<file path="src/axis_types_pkg.sv">
package axis_types_pkg;

    // Host stream data width
    localparam int DATA_BITS = 64;

    // One beat on a host stream
    typedef struct packed {
        logic [DATA_BITS-1:0] data;
        logic                 last;
    } axis_beat_t;

endpackage

</file>
<file path="src/lynx_types_pkg.sv">
package lynx_types_pkg;

    // Buffer word address, transfer length and transfer id widths
    localparam int ADDR_BITS = 8;
    localparam int LEN_BITS  = 8;
    localparam int ID_BITS   = 4;

    // Submission queue descriptor, len counts beats minus one
    typedef struct packed {
        logic [ID_BITS-1:0]   id;
        logic [ADDR_BITS-1:0] addr;
        logic [LEN_BITS-1:0]  len;
    } req_t;

    // Completion queue entry
    typedef struct packed {
        logic [ID_BITS-1:0] id;
    } cq_t;

    // Notify entry raised at the end of a transfer
    typedef struct packed {
        logic [ID_BITS-1:0]  id;
        logic [LEN_BITS-1:0] len;
    } notify_t;

    // Control bus write request
    typedef struct packed {
        logic [7:0]  addr;
        logic [31:0] data;
    } ctrl_wr_t;

    // Register byte offsets
    localparam logic [7:0] REG_CTRL   = 8'h00;
    localparam logic [7:0] REG_SRC    = 8'h04;
    localparam logic [7:0] REG_DST    = 8'h08;
    localparam logic [7:0] REG_LEN    = 8'h0C;
    localparam logic [7:0] REG_STATUS = 8'h10;

    // Buffer memory access from the host side
    typedef struct packed {
        logic                                 we;
        logic [ADDR_BITS-1:0]                 addr;
        logic [axis_types_pkg::DATA_BITS-1:0] data;
    } host_mem_req_t;

endpackage

</file>
<file path="src/wr_dma_engine.sv">
`timescale 1ns/1ns

module wr_dma_engine (
    input  logic                           aclk,
    input  logic                           reset,
    input  lynx_types_pkg::req_t           sq_wr,
    input  logic                           sq_wr_valid,
    output logic                           sq_wr_ready,
    input  axis_types_pkg::axis_beat_t     host_send,
    input  logic                           host_send_valid,
    output logic                           host_send_ready,
    output lynx_types_pkg::host_mem_req_t  mem_wr,
    output logic                           mem_we,
    output lynx_types_pkg::cq_t            cq_wr,
    output logic                           cq_wr_valid,
    input  logic                           cq_wr_ready
);
    import lynx_types_pkg::*;

    logic                 has_desc;
    logic [ADDR_BITS-1:0] addr_q;
    logic [ID_BITS-1:0]   id_q;
    logic                 sq_fire;

    assign sq_wr_ready     = !has_desc && !cq_wr_valid;
    assign sq_fire         = sq_wr_valid && sq_wr_ready;
    assign host_send_ready = has_desc && !cq_wr_valid;

    // Accepted beat goes straight to the memory write port
    assign mem_we   = host_send_valid && host_send_ready;
    assign mem_wr   = '{we: 1'b1, addr: addr_q, data: host_send.data};
    assign cq_wr.id = id_q;

    always_ff @(posedge aclk) begin
        if (reset) begin
            has_desc    <= 1'b0;
            cq_wr_valid <= 1'b0;
        end else begin
            if (sq_fire)
                has_desc <= 1'b1;
            // The last flag ends the transfer whatever the length said
            if (mem_we && host_send.last) begin
                has_desc    <= 1'b0;
                cq_wr_valid <= 1'b1;
            end else if (cq_wr_ready) begin
                cq_wr_valid <= 1'b0;
            end
        end
    end

    always_ff @(posedge aclk) begin
        if (sq_fire) begin
            addr_q <= sq_wr.addr;
            id_q   <= sq_wr.id;
        end else if (mem_we) begin
            addr_q <= addr_q + 1'b1;
        end
    end

endmodule

</file>
<file path="config.mk">
export PLATFORM = sky130hd
export DESIGN_NAME = wr_dma_engine
export DESIGN_NICKNAME = d
export VERILOG_FILES = /design/src/axis_types_pkg.sv /design/src/lynx_types_pkg.sv /design/src/wr_dma_engine.sv
export SDC_FILE = /design/constraint.sdc
export NUM_CORES = 1
export LEC_CHECK = 0
export CORE_AREA = 2 2 66 68
export CTS_CLUSTER_DIAMETER = 200
export DETAILED_ROUTE_END_ITERATION = 6
export DIE_AREA = 0 0 68 70
export DONT_BUFFER_PORTS = 1
export PLACE_DENSITY = 0.45
export SLEW_MARGIN = 20
export SYNTH_ARGS = -nofsm -noshare
export SYNTH_HDL_FRONTEND = slang
export SYNTH_SLANG_ARGS = --single-unit
</file>
<file path="constraint.sdc">
create_clock -name aclk -period 2.4 [get_ports aclk]
set_input_delay 0.48 -clock aclk [delete_from_list [all_inputs] [get_ports aclk]]
set_output_delay 0.48 -clock aclk [all_outputs]
set_load 0.05 [all_outputs]
</file>
---- After elaboration in Yosys (flattened, before gate mapping) ----
Cells that the tools add are included.
word-level totals
  RAM bits ................................ 0
  latch bits .............................. 0
  output and inout bits ................... 81
  word-level logic and storage cells ...... 19
  bits of input ports ..................... 90
  memories ................................ 0
  register bits ........................... 14
  ROM bits ................................ 0
cells by class
  add/sub/neg operators ................... 1
  shifts and indexed selects .............. 0
  eq/ne operators ......................... 0
  $mul .................................... 0
  muxes and demuxes ....................... 4
  reductions and logical operators ........ 10
  bitwise operators ....................... 0
  order comparisons ....................... 0
  div/mod/pow operators ................... 0
operator list
  cell                                          count
  2-to-1 mux 8 bit                              2
  adder 8 x 1 -> 8 bit (second input constant)  1
  logical AND 1 bit                             5
  nonzero test 2 bit                            2
  zero test 1 bit                               2
  2-to-1 mux 1 bit                              2
  OR reduction 2 bit                            1

---- Logic depth before layout (Yosys ltp) ----
Gate-level depths: netlist of the first run.
  depth after elaboration ................. 5
  mapped depth ............................ 6
  gate-level depth less buffers ........... 4

---- Worst setup path after synthesis of the first run ----
No wires, ideal clock.
  path type ............................... register to register
  from .................................... register cq_wr_valid
  to ...................................... register addr_q[0], enable pin
  data required time ...................... 2129 ps
  setup time .............................. 271 ps
  path slack .............................. 194 ps
  data arrival time ....................... 1935 ps
  buffers on the path ..................... 0
  cell stages (with the launch flop) ...... 4
  clock period less this slack ............ 2206 ps
  path through ............................ dfxtp_1 > and2b_1 > and2_1 > or2_2
on the way
  word-level cells in the longest chain between the ends .. 4
  elaborated cells between the ends (all ways) .. 6
  classes of those cells .................. reduce/logical (6)
RTL lines
  item                          line                 source
  start: declaration            wr_dma_engine.sv:15  output logic cq_wr_valid,
  start signal: assignment      wr_dma_engine.sv:37  cq_wr_valid <= 1'b0;
  start signal: assignment      wr_dma_engine.sv:44  cq_wr_valid <= 1'b1;
  start signal: assignment      wr_dma_engine.sv:46  cq_wr_valid <= 1'b0;
  zero test 1 bit               wr_dma_engine.sv:27  assign host_send_ready = has_desc && !cq_wr_valid;
  logical AND 1 bit             wr_dma_engine.sv:27
  named net host_send_ready     wr_dma_engine.sv:11  output logic host_send_ready,
  logical AND 1 bit             wr_dma_engine.sv:30  assign mem_we = host_send_valid && host_send_ready;
  named net mem_we              wr_dma_engine.sv:13  output logic mem_we,
  nonzero test 2 bit (no line)  n/a
  end signal: assignment        wr_dma_engine.sv:53  addr_q <= sq_wr.addr;
  end signal: assignment        wr_dma_engine.sv:56  addr_q <= addr_q + 1'b1;
  end: declaration              wr_dma_engine.sv:21  logic [ADDR_BITS-1:0] addr_q;
The timed path passes the listed nets, and every way through them passes these cells.
A chain may end at the register's enable or synchronous reset.

---- Worst setup path in the final report of the first run ----
  from .................................... register cq_wr_valid
  to ...................................... output port mem_we
on the way
  word-level cells in the longest chain between the ends .. 3
RTL lines
  item                       line
  zero test 1 bit            wr_dma_engine.sv:27
  logical AND 1 bit          wr_dma_engine.sv:27
  named net host_send_ready  wr_dma_engine.sv:11
  logical AND 1 bit          wr_dma_engine.sv:30
  end: declaration           wr_dma_engine.sv:13
The timed path passes the listed nets, and every way through them passes these cells.

==> results.json, run 1 <==
{
  "slowest_stage": "and2b_1",
  "postPlaceCellArea_sq_um": 776,
  "combPwrFrac_pct": 24.0,
  "setup-tns-final_ps": 0,
  "io_pins": 171,
  "cts_tree": "built",
  "ys_types": 26,
  "cts_setup_buffers": 0,
  "power_mw": 0.721,
  "min_from": "reset",
  "maxCapViolations": 0,
  "grt_overflow": 0,
  "status": "completed",
  "required_ps": 1920,
  "timing.fmax_ghz": 0.498,
  "ctsResizeCount": 0,
  "num_rows": 24,
  "grt_pass1_vias": 606,
  "hold_path_class": "input port to register",
  "initial_core_util_pct": 27.9,
  "die_h_um": 70,
  "finalNetCount": 164,
  "cpPeakStageDelay_ps": 530,
  "via_per_inst": 4.64,
  "wl_per_cell_um": 20.4,
  "hold_viol": 0,
  "setup_violations": 0,
  "ant_nets": 0,
  "swShare_pct": 35.9,
  "intPower_mw": 0.462,
  "worst_slew_pin_slew_ps": 588,
  "worstPathCellList": "and2b_1 > and2_1 > buf_4",
  "syn_inst": 127,
  "cp-startpoint": "cq_wr_valid",
  "antenna_found_initial": 0,
  "cts_sinks": 14,
  "fin_skew_ps": 1.98,
  "drive_above_1_share_pct": 18.1,
  "dp_hpwl_mm": 2.13,
  "crit_type": "register to primary output",
  "drc": 0,
  "syn_area_per_cell_sq_um": 9.09,
  "antenna_cells": 0,
  "rsz0062_at_grt": "false",
  "routed_wl_mm": 2.53,
  "clockBufferDepth": 2,
  "fillers": 484,
  "cts.reportedPaths.clkPinSlew_ps": 50,
  "end_kind": "primary output",
  "synth-seq-cells": 14,
  "critPathArrivalTime_ps": 1530,
  "powerDensity_nw_per_um2": 879,
  "whs_path_depth": 1,
  "min_period_ps": 2010,
  "cts_buffers": 3,
  "yosys_warnings": 0,
  "via_count": 575,
  "r2r_start": "has_desc",
  "cts_root_buffer": "clkbuf_8",
  "port_buffers": 0,
  "synth_nets": 218,
  "grt_use_total_pct": 9.99,
  "final_core_util_pct": 19.8,
  "grt_pass1_wl_mm": 3.43,
  "core_region_area_sq_um": 4140,
  "reg2regPathDepth": 3,
  "syn_to_final_growth_pct": -28.9,
  "grt_max_degree": 15,
  "p_clk_share_pct": 26.5,
  "synth-edff-count": 12,
  "slew_viol_final": 0,
  "drt_pre_antenna_iters": 4,
  "worstSkewPairLatency_ps": 240,
  "slew_headroom_pct": 60.8,
  "drt_iter0_drc": 25,
  "async_flop_share_pct": 0,
  "worstSetupStartpointType": "register",
  "synth_area_sq_um": 1150,
  "cts.hold.buffers_added": 0,
  "ys_seq_area_share_pct": 34.7,
  "p_seq_share_pct": 49.5,
  "switchingPower_mw": 0.259,
  "crit_fanout": 5,
  "die_area_sq_um": 4760,
  "post-place-ws_ps": 510,
  "ir_drop_v": 0.000187,
  "layout_setup_ws_ps": 394,
  "finalCritPeriodShare_pct": 83.6,
  "htreeDepth": 1,
  "fin_area_sq_um": 821,
  "p_leak_nw": 0.294,
  "synthFlopType": "edfxtp_1",
  "die_x_um": 68,
  "gp_congestion": 0.723
}
[critical path: cells and delay by family (launching register included)]
| family | cells | cell delay [ps] |
|---|---|---|
| simple gates | 2 | 750 |
| buf+inv | 1 | 200 |
| flops | 1 | 340 |
[path summary, 6_finish.rpt]
path                            slack [ps]   endpoint
worst min-delay path                   300   has_desc
worst max register to register         660  addr_q[2]
worst max-delay path                   390     mem_we
worst min register to register         510   has_desc
[layout by cell type (no fill, tap or decap), types with 3 or more instances in the layout]
| master | count |
|---|---|
| clkbuf_8 | 3 |
| nand3_1 | 4 |
| edfxtp_1 | 12 |
| o21ai_0 | 6 |
| buf_4 | 8 |
| nand2_1 | 10 |
| nor2_1 | 5 |
[registers in the layout, summed over array words and instances, names as in the netlist]
register	cells
cq_wr_valid	1
cq_wr	4
has_desc	1
addr_q	8
[synth_stat cells, types with 2 or more instances]
| cell type | count | share of area [%] |
|---|---|---|
| nor2_1 | 5 | 1.6 |
| edfxtp_1 | 12 | 31 |
| dfxtp_1 | 2 | 3.5 |
| o21ai_0 | 6 | 2.6 |
| nand3_1 | 4 | 1.7 |
| or3_1 | 2 | 1.1 |
| nand2_1 | 10 | 3.3 |
| a21oi_1 | 2 | 0.87 |
| xor2_1 | 2 | 1.5 |
| a31oi_1 | 2 | 1.1 |
| buf_4 | 65 | 42 |
[stage by stage]
| stage | hold WS (ps) | cells |
|---|---|---|
| after floorplan | 466 | 127 |
| after global placement | 504 | 120 |
| after detailed placement | 504 | 120 |
| after CTS | 294 | 124 |
| after global routing | 286 | 124 |
| final | 302 | 124 |
[power by group through the flow]
stage                     sequential, mW  clock (mW)  combinational, mW
after floorplan                    0.412           0              0.368
after global placement             0.361           0              0.170
after detailed placement           0.362           0              0.175
after CTS                          0.357       0.201              0.176
after global routing               0.362       0.212              0.189
final                              0.357       0.191              0.173
[area by class of cell]
cell class                 count  area (sq um)  share of cell area, %
sequential                    14           400                   48.8
multi-input combinational     44           243                   29.6
tap                           52          65.1                   7.93
timing repair buffer           8          60.1                   7.32
clock buffer                   3          41.3                   5.03
inverter                       2          7.51                  0.915
clock inverter                 1          3.75                  0.457
[routing by layer]
metal / vias to the layer above / routed length, um / GRT usage [%]
li1: 244 / - / -
met1: 247 / 678 / 7.77
met2: 74 / 1260 / 16.6
met3: 10 / 546 / 9.66
met4: 0 / 51 / 3.56
met5: - / 0 / 0
[kinds of logic (layout without fill, tap and decap cells)]
logic type      after synthesis  in the layout  share of synthesized area, %
fa+ha+maj                     1              1                          1.08
buf+inv                      69             14                          44.3
xor+xnor                      3              3                          2.28
flops                        14             14                          34.7
compound gates               12             12                          5.96
other cells                   1              1                         0.325
simple gates                 27             27                          11.4
Note: power is estimated with default switching activity, not from simulation.
==> run 2: changes to the inputs <==
--- a/config.mk
+++ b/config.mk
@@ -5,12 +5,13 @@
 export SDC_FILE = /design/constraint.sdc
 export NUM_CORES = 1
 export LEC_CHECK = 0
-export CORE_AREA = 2 2 66 68
+export ABC_AREA = 1
+export CORE_AREA = 2 2 65 67
 export CTS_CLUSTER_DIAMETER = 200
 export DETAILED_ROUTE_END_ITERATION = 6
-export DIE_AREA = 0 0 68 70
+export DIE_AREA = 0 0 67 69
 export DONT_BUFFER_PORTS = 1
-export PLACE_DENSITY = 0.45
+export PLACE_DENSITY = 0.49
 export SLEW_MARGIN = 20
 export SYNTH_ARGS = -nofsm -noshare
 export SYNTH_HDL_FRONTEND = slang
==> constraint.sdc (replaced) <==
create_clock -name aclk -period 1.7 [get_ports aclk]
set_input_delay 0.34 -clock aclk [delete_from_list [all_inputs] [get_ports aclk]]
set_output_delay 0.34 -clock aclk [all_outputs]
set_load 0.05 [all_outputs]
==> results.json, run 2 <==
{
  "synth_area_sq_um": 1210,
  "placedCellCount": 139,
  "syn_area_per_cell_sq_um": 8.47,
  "synth_compound_area_share_pct": 5.48,
  "antenna_found_initial": 0,
  "synth_common_cells": "buf_4, nand2_1, edfxtp_1",
  "setup-tns-final_ps": 0,
  "synthFlopType": "edfxtp_1",
  "synth-edff-count": 12,
  "synthSimpleGateAreaFrac_pct": 15.4,
  "via_per_inst": 4.44,
  "worstSkewPairLatency_ps": 250,
  "grt_use_total_pct": 9.24,
  "clockBufferDepth": 2,
  "via_count": 635,
  "layout_common_cells": "nand2_1, edfxtp_1, buf_4",
  "cts_buffers": 3,
  "required_ps": 1360,
  "grt_overflow": 0,
  "antenna_cells": 0,
  "synth_top_family_by_area": "buffers and inverters",
  "yosysMostFrequentCell": "buf_4",
  "hold_path_class": "input port to register",
  "synth_nets": 234,
  "synthXorXnorAreaFrac_pct": 0,
  "status": "completed",
  "worstSetupStartpointType": "register",
  "timing.fmax_ghz": 0.665,
  "routed_wl_mm": 2.18,
  "cts.hold.buffers_added": 0,
  "grt_pass1_wl_mm": 3.24,
  "yosysTopAreaCellShare_pct": 40.3,
  "setup_violations": 0,
  "finalCritPeriodShare_pct": 88.4,
  "cts_sinks": 14,
  "ys_types": 23,
  "powerDensity_nw_per_um2": 1170,
  "grt_max_degree": 13,
  "final_common_cell": "nand2_1",
  "cts_root_buffer": "clkbuf_8",
  "regToRegSetupSlack_ps": 350,
  "core_region_area_sq_um": 3910,
  "drive_above_1_share_pct": 28.0,
  "io_pins": 171,
  "maxCapViolations": 0,
  "synthMuxAreaShare_pct": 0,
  "dp_hpwl_mm": 1.72,
  "rsz0062_at_grt": "false",
  "drc": 0,
  "p_leak_nw": 0.395,
  "synth_top_area_cell": "buf_4",
  "min_period_ps": 1500,
  "crit_type": "register to primary output",
  "syn_to_final_growth_pct": -23.0,
  "drt_pre_antenna_iters": 4,
  "finalNetCount": 185,
  "num_rows": 23,
  "critPathArrivalTime_ps": 1160,
  "slew_viol_final": 0,
  "port_buffers": 0,
  "ys_seq_area_share_pct": 33.1,
  "fillers": 444,
  "syn_inst": 143,
  "largest_register_ffs": 8,
  "cts_setup_buffers": 0,
  "ir_drop_v": 0.000345,
  "fin_skew_ps": 8.36,
  "synthAdderAreaFrac_pct": 1.03,
  "end_kind": "primary output",
  "die_x_um": 67,
  "die_area_sq_um": 4620,
  "hold_viol": 0,
  "die_h_um": 69,
  "cts.reportedPaths.clkPinSlew_ps": 50,
  "ctsResizeCount": 0,
  "crit_fanout": 3,
  "gp_congestion": 0.691,
  "initial_core_util_pct": 30.9,
  "async_flop_share_pct": 0,
  "wl_per_cell_um": 15.2,
  "yosys_warnings": 0,
  "cts_tree": "built",
  "regMostFlops": "addr_q",
  "yosys-top-cells-area": "buf_4, edfxtp_1, nand2_1",
  "synth-seq-cells": 14,
  "grt_pass1_vias": 654,
  "layout.cells.non_filler": 143,
  "htreeDepth": 1,
  "drt_iter0_drc": 37,
  "ant_nets": 0
}
run 2: cell types whose count changed in the layout (fill, tap and decap cells not counted), sizes merged, moves of 3 or more:
| cell | delta |
|---|---|
| buf | +4 |
| inv | +8 |
| nand2 | +15 |
| nand3 | +3 |
| nor2 | +3 |
| o21ai | -4 |
| o21bai | +3 |
run 2: report_power, final:
part / leakage [nW] / internal, mW / switching [mW]
combinational: 0.239 / 0.0961 / 0.232
clock: 0.0231 / 0.160 / 0.119
sequential: 0.133 / 0.429 / 0.0580
total: 0.395 / 0.685 / 0.409
run 2: path summary, 6_finish.rpt:
path / start / end / cells past startpoint
hold reg to reg: has_desc / has_desc / 2
setup / recovery: has_desc / mem_we / 5
hold / removal: reset / cq_wr_valid / 1
setup reg to reg: cq_wr_valid / addr_q[6] / 5
run 2: cells by family (layout without fill, tap and decap cells):
family,count (synthesis),after routing
AOI/OAI and AO/OA,9,9
buffers and inverters,77,27
DFF,14,14
and+or+nand+nor,41,41
other,1,1
adders and majority gates,1,1
run 2: area by class of cell:
type / instances / area (sq um) / share of cell area [%]
sequential: 14 / 400 / 43.0
tap: 50 / 62.6 / 6.71
clock inverter: 1 / 3.75 / 0.403
clock buffer: 3 / 41.3 / 4.43
timing repair buffer: 12 / 103 / 11.0
inverter: 11 / 42.5 / 4.56
multi-input combinational: 52 / 279 / 29.9
run 2: metal layers:
layer | part of all wire [%] | GRT usage (%) | vias to the layer above
met1 | 33 | 8.10 | 275
met5 | 0 | 0 | -
met4 | 3.5 | 4.31 | 0
met2 | 42 | 13.0 | 59
li1 | - | - | 283
met3 | 22 | 10.3 | 18
run 2: critical path, stage by stage, from the launching register on:
cell	delay [ps]
dfxtp_1	390
inv_1	90
nor2_4	100
nand2_2	100
inv_1	110
buf_12	140
run 2: through the flow:
| step | power [mW] | util (%) | hold slack, ps | area, sq um | setup slack, ps |
|---|---|---|---|---|---|
| final | 1.09 | 23.8 | 153 | 932 | 197 |
| after floorplan | 1.14 | - | 402 | 1220 | -24.6 |
| after global placement | 0.822 | 22.7 | 404 | 887 | 323 |
| after global routing | 1.16 | 23.8 | 140 | 932 | 126 |
| after CTS | 1.11 | 23.8 | 144 | 932 | 181 |
| after detailed placement | 0.826 | 22.7 | 404 | 887 | 323 |
==> run 3: changes to the inputs <==
--- a/config.mk
+++ b/config.mk
@@ -11,7 +11,6 @@
 export DETAILED_ROUTE_END_ITERATION = 6
 export DIE_AREA = 0 0 67 69
 export DONT_BUFFER_PORTS = 1
-export PLACE_DENSITY = 0.49
 export SLEW_MARGIN = 20
 export SYNTH_ARGS = -nofsm -noshare
 export SYNTH_HDL_FRONTEND = slang
==> constraint.sdc (replaced) <==
create_clock -name aclk -period 1.7 [get_ports aclk]
set_input_delay 0.17 -clock aclk [delete_from_list [all_inputs] [get_ports aclk]]
set_output_delay 0.17 -clock aclk [all_outputs]
set_load 0.05 [all_outputs]
==> results.json, run 3 (same netlist as run 2, synthesis figures left out) <==
{
  "status": "completed",
  "min_period_ps": 1360,
  "syn_to_final_growth_pct": -22.2,
  "finalCritPeriodShare_pct": 80.2,
  "port_buffers": 0,
  "via_per_inst": 4.28,
  "wl_per_cell_um": 13.5,
  "cts_buffers": 3,
  "clockBufferDepth": 2,
  "required_ps": 1700,
  "holdPathEnd": "cq_wr[3]",
  "worstSetupStartpointType": "register",
  "grt_overflow": 0,
  "cp-startpoint": "cq_wr_valid",
  "initial_core_util_pct": 30.9,
  "drt_iter0_drc": 26,
  "powerDensity_nw_per_um2": 1170,
  "cpPeakStageDelay_ps": 450,
  "whs_path_depth": 0,
  "slew_viol_final": 0,
  "min_from": "sq_wr[19]",
  "largest_register_ffs": 8,
  "ant_nets": 0,
  "drc": 0,
  "regToRegSetupSlack_ps": 340,
  "drt_pre_antenna_iters": 4,
  "ir_drop_v": 0.000322,
  "antenna_found_initial": 0,
  "r2r_start": "cq_wr_valid",
  "via_count": 616,
  "grt_pass1_wl_mm": 2.84,
  "die_area_sq_um": 4620,
  "io_pins": 171,
  "worstPathCellList": "nor2_4 > nand2_2 > clkinv_2 > nand2_1 > o21ai_1",
  "die_x_um": 67,
  "final_common_cell": "nand2_1",
  "cts.reportedPaths.clkPinSlew_ps": 60,
  "worstReg2RegEnd": "addr_q[0]",
  "crit_type": "register to register",
  "timing.fmax_ghz": 0.733,
  "maxCapViolations": 0,
  "grt_pass1_vias": 630,
  "cts_sinks": 14,
  "slowest_stage": "dfxtp_1",
  "reg2regPathDepth": 5,
  "power_mw": 1.10,
  "setup_violations": 0,
  "regMostFlops": "addr_q",
  "rsz0062_at_grt": "false",
  "hold_path_class": "input port to register",
  "num_rows": 23,
  "antenna_cells": 0,
  "cts_tree": "built",
  "hold_viol": 0,
  "grt_max_degree": 13,
  "gp_congestion": 0.730,
  "routed_wl_mm": 1.94,
  "die_h_um": 69,
  "htreeDepth": 1,
  "finalNetCount": 186,
  "grt_use_total_pct": 8.04,
  "core_region_area_sq_um": 3910,
  "setup-tns-final_ps": 0,
  "crit_fanout": 12,
  "end_kind": "register",
  "cts_root_buffer": "clkbuf_8",
  "p_leak_nw": 0.399,
  "fin_skew_ps": 5.63,
  "layout_common_cells": "nand2_1, edfxtp_1, buf_4",
  "worstSkewPairLatency_ps": 240,
  "drive_above_1_share_pct": 27.7,
  "critPathArrivalTime_ps": 1360
}
[run 3: worst max-delay path, delay by kind of cell (launching register included)]
kind,cells,cell delay [ps]
buffers and inverters,1,250
AOI/OAI and AO/OA,1,60
and+or+nand+nor,3,370
DFF,1,450
[run 3: stage by stage]
step | setup slack (ps) | instances | instance area (sq um) | utilization [%] | hold WS, ps
floorplan | 4.86 | 143 | 1220 | - | 232
global placement | 314 | 139 | 887 | 22.7 | 233
detailed placement | 304 | 139 | 887 | 22.7 | 234
CTS | 300 | 144 | 942 | 24.1 | 19.5
global route | 183 | 144 | 942 | 24.1 | 12.7
finish | 336 | 144 | 942 | 24.1 | 25.1
[run 3: final cells by class]
cell class | instances | area (sq um)
sequential | 14 | 400
clock buffer | 4 | 45.0
inverter | 11 | 42.5
tap | 50 | 62.6
multi-input combinational | 52 | 279
fill | 456 | 2970
timing repair buffer | 13 | 113
[run 3: where the power goes]
part	switching (mW)	internal, mW	total [mW]
logic	0.237	0.0979	0.335
registers	0.0521	0.429	0.481
clock network	0.119	0.165	0.284
[run 3: per-layer routing]
| layer | wire, um | vias up | track usage [%] | share of wire, % |
|---|---|---|---|---|
| met3 | 273 | 4 | 3.43 | 14 |
| li1 | - | 286 | - | - |
| met4 | 8 | 0 | 4.08 | 0.41 |
| met1 | 744 | 287 | 9.07 | 38 |
| met2 | 914 | 39 | 12.7 | 47 |
| met5 | 0 | - | 0 | 0 |
[run 3: worst max path at each step]
stage | end | slack [ps] | cells after the start
6_report | addr_q[0] | 340 | 5
3_5_place_dp | addr_q[0] | 300 | 5
3_3_place_gp | addr_q[0] | 310 | 5
2_1_floorplan | addr_q[0] | 5 | 4
5_1_grt | addr_q[6] | 180 | 5
4_1_cts | addr_q[6] | 300 | 5
[run 3: repair_timing]
item	CTS	global route
hold endpoints to repair	2	0
buffers inserted	0	0
hold buffers	1	0
gates resized for setup	0	0
